==> config.mk <==
export PLATFORM = sky130hd
export DESIGN_NAME = instDecoder
export DESIGN_NICKNAME = d
export VERILOG_FILES = /design/src/common/rvPkg.sv /design/src/instDecoder.sv
export SDC_FILE = /design/constraint.sdc
export NUM_CORES = 1
export LEC_CHECK = 0
export BUFFER_PORTS_ARGS = -buffer_cell sky130_fd_sc_hd__buf_2
export CAP_MARGIN = 25
export CORE_ASPECT_RATIO = 1.1
export CORE_UTILIZATION = 33
export DETAILED_ROUTE_END_ITERATION = 16
export PLACE_DENSITY_LB_ADDON = 0.08
export SYNTH_ARGS = -nofsm -noshare
export SYNTH_HDL_FRONTEND = slang
export SYNTH_SLANG_ARGS = --single-unit
==> constraint.sdc <==
create_clock -name vclk -period 1.3
set_input_delay 0.13 -clock vclk [all_inputs]
set_output_delay 0.13 -clock vclk [all_outputs]
set_load 0.02 [all_outputs]
==> src/common/rvPkg.sv <==
// RV32I core shared definitions
`default_nettype none

package rvPkg;

    typedef logic [31:0] word_t;    // data, address or instruction
    typedef logic [4:0]  regAddr_t;

    typedef enum logic [2:0] {
        ALU_ADD,
        ALU_SUB,
        ALU_AND,
        ALU_OR,
        ALU_XOR,
        ALU_SLT,
        ALU_PASSB
    } aluOp_t;

    // operand source in execute
    typedef enum logic [1:0] {
        FWD_REG,
        FWD_MEM,
        FWD_WB
    } fwdSel_t;

    localparam int IMEM_DEPTH = 64;
    localparam int DMEM_DEPTH = 64;

    localparam word_t NOP_INST = 32'h0000_0013;    // addi x0, x0, 0

    localparam logic [6:0] OP_REG    = 7'b0110011;
    localparam logic [6:0] OP_IMM    = 7'b0010011;
    localparam logic [6:0] OP_LOAD   = 7'b0000011;
    localparam logic [6:0] OP_STORE  = 7'b0100011;
    localparam logic [6:0] OP_BRANCH = 7'b1100011;
    localparam logic [6:0] OP_JAL    = 7'b1101111;

endpackage

`default_nettype wire
==> src/instDecoder.sv <==
// RV32I instruction decoder
`timescale 1ns/100ps
`default_nettype none

module instDecoder import rvPkg::*; (
    input  word_t    inst,
    output regAddr_t rs1, rs2, rd,
    output logic     regWrite, memRead, memWrite, memToReg, aluSrc,
    output aluOp_t   aluOp,
    output logic     branch, branchNe, jump,
    output word_t    imm
);

    logic [6:0] opcode;
    logic [2:0] funct3;

    assign opcode = inst[6:0];
    assign funct3 = inst[14:12];
    assign rs1    = inst[19:15];
    assign rs2    = inst[24:20];
    assign rd     = inst[11:7];

    always_comb begin
        regWrite = 1'b0;
        memRead  = 1'b0;
        memWrite = 1'b0;
        memToReg = 1'b0;
        aluSrc   = 1'b0;
        aluOp    = ALU_ADD;
        branch   = 1'b0;
        branchNe = funct3[0];
        jump     = 1'b0;
        imm      = {{20{inst[31]}}, inst[31:20]};    // I-type
        case (opcode)
            OP_REG: begin
                regWrite = 1'b1;
                case (funct3)
                    3'b000:  aluOp = inst[30] ? ALU_SUB : ALU_ADD;
                    3'b111:  aluOp = ALU_AND;
                    3'b110:  aluOp = ALU_OR;
                    3'b100:  aluOp = ALU_XOR;
                    3'b010:  aluOp = ALU_SLT;
                    default: regWrite = 1'b0;
                endcase
            end
            OP_IMM: begin
                regWrite = (funct3 == 3'b000);    // addi only
                aluSrc   = 1'b1;
            end
            OP_LOAD: begin
                regWrite = (funct3 == 3'b010);
                memRead  = (funct3 == 3'b010);
                memToReg = 1'b1;
                aluSrc   = 1'b1;
            end
            OP_STORE: begin
                memWrite = (funct3 == 3'b010);
                aluSrc   = 1'b1;
                imm      = {{20{inst[31]}}, inst[31:25], inst[11:7]};
            end
            OP_BRANCH: begin
                branch = (funct3[2:1] == 2'b00);    // beq, bne
                imm    = {{19{inst[31]}}, inst[31], inst[7], inst[30:25], inst[11:8], 1'b0};
            end
            OP_JAL: begin
                regWrite = 1'b1;
                jump     = 1'b1;
                aluOp    = ALU_PASSB;
                imm      = {{11{inst[31]}}, inst[31], inst[19:12], inst[20],
                            inst[30:21], 1'b0};
            end
            default: ;
        endcase
    end

endmodule

`default_nettype wire

# After elaboration in Yosys (flattened, before gate mapping)

Index checks and enable logic that the tools add are counted.

Add/subtract/negate cells: 0
$mul: 0
Div/mod/pow operators: 0
$lt $le $gt $ge: 0
Equal/unequal tests: 10
Shift operators: 0
Mux-type cells: 12
Bitwise logic cells: 0
Reductions and logical operators: 4

Operator list:

| cell                                                            | number |
|---|---|
| 20-bit case mux with 3 select lines                             | 1 |
| 3-bit case mux with 5 select lines                              | 1 |
| 7-bit by 6-bit == test with 1-bit output, second input constant | 2 |
| 7-bit == test, second input constant                            | 2 |
| 3-bit == test, second input constant                            | 3 |
| 1-bit two-way mux                                               | 8 |
| 7-bit by 2-bit == test with 1-bit output, second input constant | 1 |
| 7-bit by 5-bit == test with 1-bit output, second input constant | 1 |
| 3-bit case mux with 2 select lines                              | 1 |
| 5-bit OR reduction                                              | 1 |
| 1-bit case mux with 4 select lines                              | 1 |
| 3-bit by 2-bit == test with 1-bit output, second input constant | 1 |
| 3-bit zero test                                                 | 1 |
| 3-bit OR reduction                                              | 1 |
| 2-bit zero test                                                 | 1 |

Register bits: 0
Latch bits: 0
RAM bits: 0
ROM bits: 0
Bits of input ports: 32
Output and inout port bits: 58
Logic and storage cells: 26
Memories kept: 0

# Depth between registers and ports, before layout

Gate-level depths: netlist of run 1.

Word-level depth: 4
Mapped depth: 5
Depth with buffers taken out: 4

# Worst setup path before layout of run 1

No wires, ideal clock.

Kind: input -> output
Start: input port inst[3]
End: output port memWrite
Data arrival time: 1229 ps
Required time: 1170 ps
Path slack: -59 ps
Stages: 3
Buffers on the path: 0
Cell sequence: and4bb_4 > nand3b_4 > nor4_1

Longest elaborated chain between the ends: 2

RTL lines:

| element                                  | RTL line          | RTL |
|---|---|---|
| from (decl)                              | instDecoder.sv:6  | `input word_t inst,` |
| 7-bit by 6-bit == test with 1-bit output | instDecoder.sv:34 | `case (opcode)` |
| 1-bit two-way mux                        | instDecoder.sv:34 |  |
| to (decl)                                | instDecoder.sv:8  | `output logic regWrite, memRead, memWrite, memToReg, aluSrc,` |

Every way passes these cells.

# Worst setup path in the final report of run 1

Start: input port inst[3]
End: output port aluOp[2]

Longest elaborated chain between the ends: 2
Elaborated cells on any way between the ends: 3
Classes of those cells: eq/ne (2); mux (1)

RTL lines:

| element                                                                          | RTL line          | RTL |
|---|---|---|
| 7-bit == test / 7-bit by 6-bit == test with 1-bit output (equally long branches) | instDecoder.sv:34 |  |
| 3-bit case mux with 2 select lines (*)                                           | instDecoder.sv:34 |  |
| to (decl)                                                                        | instDecoder.sv:9  | `output aluOp_t aluOp,` |

Mark *: on every way between the ends. The rest lies on a longest branch, timed or not.

==> flow_metrics.py, run 1 <==
metrics = {
    "detailed_routing": {
        "drc": 0,
        "drt-initial-drc-count": 5,
        "drt-total-wl_mm": 1.82,
        "antenna_left": 0,
        "route.vias.total": 773,
        "vias_per_cell": 4.74,
        "firstDrtPassIters": 4,
        "routedWlPerCell_um": 11.2,
    },
    "power": {
        "powerDensity_nw_per_um2": 343,
        "peakVddDrop_mv": 0.232,
        "p_leak_nw": 0.573,
    },
    "critical_path": {
        "critPathRequiredTime_ns": 1.17,
        "crit_top_cell": "buf_6",
        "crit_path_top_delay_cell": "or3_4",
        "cp-start-kind": "input pin",
        "path_cells": "buf_6 -> nand4bb_4 -> or3_4 -> o31ai_4 -> buf_6",
        "critPathBufInv": 2,
        "cp-end-kind": "output pin",
        "cp.arrival_ns": 1.23,
        "critPathKind": "input pin to output pin",
        "crit_family": "simple AND/OR/NAND/NOR gates",
        "critPathMaxStageDelay_ns": 0.38,
        "worstPathMaxFanout": 4,
    },
    "timing": {
        "postLayoutSetupSlackWorst_ns": -0.0619,
        "rsz0062_at_grt": "yes",
        "fin_crit_sh": 1.05,
        "relSlewSlack": 0.820,
        "setup_viol": 2,
        "max_freq_ghz": 0.734,
        "finalCriticalPeriod_ns": 1.36,
        "tightestPinTransition_ns": 0.268,
        "finalHoldViolations": 0,
        "slew_violations": 0,
        "setup_tns_ns": -0.108,
    },
    "synth": {
        "synthCells": 85,
        "synth_fp_nets": 117,
        "syn_area_um2": 671,
        "avgSynthCellArea_um2": 7.89,
        "seq_area_frac_synth": 0,
        "synthDistinctLibCells": 30,
        "yosys_warnings": 0,
    },
    "cts": {
        "hold_buffers": 0,
    },
    "grt": {
        "grt_max_degree": 15,
        "grt_usage": 0.144,
        "grt_pass1_wl_mm": 2.60,
        "grt_pass1_vias": 654,
        "overflow": 0,
        "antenna_found_initial": 0,
    },
    "layout": {
        "nFlopsAndLatches": 0,
        "final_core_util": 0.522,
        "nClkBuffers": 0,
        "drive_gt1_frac": 0.772,
        "syn2layout_area_growth_pct": 43.3,
        "seqCellArea_um2": 0,
        "final_nets": 170,
        "num_antenna_cells": 0,
    },
    "placement": {
        "dp_hpwl_mm": 1.46,
        "port_buffers": 80,
        "gp_congestion": 0.809,
    },
    "floorplan": {
        "dieHeight_um": 49.3,
        "die-area_um2": 2220,
        "core_area_um2": 1840,
        "pin_count": 90,
        "die_w_um": 45.0,
        "core.rowCount": 16,
        "start_util": 0.364,
    },
    "run": {
        "drv_cap": 0,
    },
    "worst_hold_path": {
        "hold_class": "input pin to output pin",
    },
    "status": {
        "outcome": "complete, but fails checks",
        "violations": "negative setup slack",
    },
}
## path summary, 6_finish.rpt
check | start | to | slack, ns | cells past startpoint
worst max-delay path | inst[3] | aluOp[2] | -0.06 | 5
worst min-delay path | inst[28] | imm[8] | 0.26 | 0
## power breakdown
group          internal [mW]  leakage (nW)  switching (mW)
Clock                      0             0               0
Sequential                 0             0               0
Combinational          0.133         0.573           0.196
## placed cells by master, fill, tap and decap left out, drive strengths merged
cell      instances
o22ai             1
and4              1
mux2              4
a22oi             1
a21oi             3
xnor2             1
or3               1
nand2             2
nand2b            3
inv               3
buf              87
o221ai            1
o21a              1
nand3b            2
a21o              8
o21bai            1
nand4bb           1
a32oi             1
nor4              3
and4bb            1
o31ai             1
nor3              2
clkinvlp          1
nand4             2
nor2              1
mux2i             1
o21ai             2
## synthesized netlist by cell type (all sizes together), types with 2 or more instances
master	n	area (um^2)
buf	37	269
a21o	8	60.1
mux2	4	45.0
a21oi	3	15.0
inv	3	11.3
nand2b	3	18.8
nor4	3	25.0
nand2	2	7.51
nand3b	2	40.0
nand4	2	12.5
nor3	2	10.0
o21ai	2	10.0
## layer usage
layer / vias to the layer above / global-route usage / routed length [um]
met5: - / 0 / 0
met3: 4 / 0.00741 / 190
met2: 56 / 0.280 / 912
li1: 372 / - / -
met4: 0 / 0.0101 / 9
met1: 341 / 0.171 / 707
## through the flow
| step | area (um^2) | total power [mW] | instances | setup slack, ns | hold slack, ns |
|---|---|---|---|---|---|
| floorplan | 682 | 0.261 | 85 | -0.00659 | 0.312 |
| global placement | 892 | 0.312 | 161 | -0.0963 | 0.260 |
| detailed placement | 892 | 0.314 | 161 | -0.121 | 0.260 |
| CTS | 917 | 0.321 | 162 | -0.0785 | 0.260 |
| global route | 961 | 0.353 | 163 | -0.0977 | 0.260 |
| finish | 961 | 0.329 | 163 | -0.0619 | 0.260 |
## timing repair
action | CTS | global route
buffers inserted | 1 | 0
setup endpoints to repair | 8 | 16
gates cloned | 0 | 1
gates resized for setup | 4 | 11
## cell type report
class              count  area (um^2)
inverters              3         11.3
multi-input cells     45          427
well taps             27         33.8
fillers              188          881
repair inverters       1         7.51
repair buffers        87          482
## logic make-up after synthesis
kind of cell,share of synthesized area
buffers and inverters,0.418
multiplexers,0.0821
AO/OA/AOI/OAI,0.215
AND/OR/NAND/NOR,0.272
XOR/XNOR,0.0131
No activity file was read; power rests on OpenSTA's default activity.
==> inputs of run 2 (changes only) <==
Settings changed: ABC_AREA from default to 1, RECOVER_POWER from default to 50.
==> run 2 against run 1 <==
Compared with the run above: the run now ends clean; synthesized cell count grew 45%; via count rose by 13%; synthesized area grew 0.37%; clock-buffer cell count unchanged; critical path depth up 3; fmax grew 17%; non-clock buffer count is 7 lower; cell count up 20%; utilization down 7.4 points; routed wire length down 4.5%; highest routed layer is now met3; critical endpoint is now imm[12]; design area is 14% lower.
==> flow_metrics.py, run 2 <==
metrics = {
    "synth": {
        "synth_top_family_by_area": "simple AND/OR/NAND/NOR gates",
        "synth_fp_nets": 155,
        "synth-simple-area-share": 0.502,
        "yosys_warnings": 0,
        "synth.most_common_cell": "nand2_1",
        "synth_compound_area_frac": 0.0409,
        "seq_area_frac_synth": 0,
        "netlist_top_cells_area": "buf_4 38%, nand2_1 20%, nand3_1 8.9%",
        "synth_top_area_share": 0.379,
        "synthMuxAreaShare": 0,
        "synth_area_leader_cell": "buf_4",
        "yosys-top-cells-count": "36 x nand2_1, 34 x buf_4, 12 x nand3_1, 9 x inv_1, 8 x nor2_1",
        "synthCells": 123,
        "syn_area_um2": 673,
        "synthDistinctLibCells": 17,
        "synthAdderAreaFrac": 0,
        "avgSynthCellArea_um2": 5.47,
        "synth_xor_area_frac": 0,
    },
    "critical_path": {
        "critPathRequiredTime_ns": 1.17,
        "worstPathMaxFanout": 9,
        "cp.arrival_ns": 1.04,
        "critPathKind": "input pin to output pin",
        "cp-start-kind": "input pin",
        "cp-end-kind": "output pin",
    },
    "detailed_routing": {
        "route.vias.total": 871,
        "drc": 0,
        "routed-wl-met2_um": 844,
        "drt-total-wl_mm": 1.74,
        "m1WireLength_um": 703,
        "highest_layer": "met3",
        "drt-initial-drc-count": 15,
        "firstDrtPassIters": 4,
        "antenna_left": 0,
        "vias_per_cell": 4.44,
        "routedWlPerCell_um": 8.87,
        "wl_met3_um": 191,
    },
    "power": {
        "p_leak_nw": 0.517,
        "powerDensity_nw_per_um2": 346,
        "p_total_mw": 0.285,
        "peakVddDrop_mv": 0.142,
    },
    "timing": {
        "relSlewSlack": 0.828,
        "max_freq_ghz": 0.858,
        "finalCriticalPeriod_ns": 1.17,
        "finalHoldViolations": 0,
        "fin_crit_sh": 0.896,
        "setup_viol": 0,
        "timing.hold.ws_ns": 0.260,
        "slew_violations": 0,
        "setup_tns_ns": 0,
        "tightestPinTransition_ns": 0.259,
        "rsz0062_at_grt": "no",
    },
    "layout": {
        "final_cell_mix": "58 x buf_2, 36 x nand2_1, 22 x clkbuf_1",
        "nClkBuffers": 0,
        "syn2layout_area_growth_pct": 22.5,
        "num_antenna_cells": 0,
        "final_common_cell": "buf_2",
        "nFlopsAndLatches": 0,
        "drive_gt1_frac": 0.420,
        "final_cell_count_no_fill": 196,
        "final_nets": 203,
        "seqCellArea_um2": 0,
    },
    "placement": {
        "gp_congestion": 0.790,
        "dp_hpwl_mm": 1.47,
        "port_buffers": 80,
        "dp.cells": 196,
    },
    "worst_hold_path": {
        "hold_class": "input pin to output pin",
    },
    "grt": {
        "grt_usage": 0.143,
        "overflow": 0,
        "grt_pass1_vias": 648,
        "grt_pass1_wl_mm": 2.61,
        "antenna_found_initial": 0,
        "grt_max_degree": 16,
    },
    "floorplan": {
        "pin_count": 90,
        "dieHeight_um": 49.4,
        "start_util": 0.365,
        "core_area_um2": 1840,
        "die-area_um2": 2220,
        "core.rowCount": 16,
        "die_w_um": 45.1,
    },
    "cts": {
        "hold_buffers": 0,
        "cts_setup_buffers": 0,
        "cts-resized-gates": 0,
    },
    "status": {
        "outcome": "finished, final reports clean",
    },
    "run": {
        "drv_cap": 0,
    },
}
## run 2: changes by cell type after synthesis, moves of 3 or more
cell,before,now
nand2b_1,3,0
nand3_1,0,12
a21oi_1,3,0
inv_1,2,9
nor2_1,1,8
a21o_1,8,0
mux2_2,4,0
nor2_4,0,3
nand2_2,0,3
nand2_1,2,36
## run 2: final timing paths
check             depth (start not counted)  slack (ns)  endpoint  startpoint
setup / recovery                          8        0.13   imm[12]     inst[4]
hold / removal                            0        0.26    imm[7]    inst[27]
## run 2: per-stage QoR
stage | setup WS (ns) | instance area [um^2] | utilization
global placement | 0.130 | 852 | 0.463
detailed placement | 0.117 | 852 | 0.463
finish | 0.135 | 825 | 0.448
global route | 0.00775 | 825 | 0.448
CTS | 0.120 | 852 | 0.463
floorplan | 0.223 | 673 | -
## run 2: cell families after synthesis
| family | after synthesis |
|---|---|
| AOI/OAI and AO/OA | 5 |
| buffers and inverters | 47 |
| and+or+nand+nor | 71 |
## run 2: power breakdown
part           switching (mW)  total [mW]  internal (mW)
clock                       0           0              0
sequential                  0           0              0
combinational           0.195       0.285         0.0895
## run 2: final cells by class
type | count | area [um^2]
inverters | 13 | 52.6
well taps | 27 | 33.8
multi-input cells | 76 | 365
repair buffers | 80 | 373
fillers | 232 | 1020
## run 2: metal layers
layer,track usage,up-vias
met5,0,-
met4,0,0
met3,0,0
met2,0.280,67
met1,0.176,359
li1,-,445
## run 2: critical path, cell delays in order
cell     delay [ns]
buf_2          0.13
inv_2          0.07
nand2_2        0.07
nor2_4         0.11
nand2_4        0.10
nand2_2        0.14
o21ai_0        0.10
buf_2          0.17
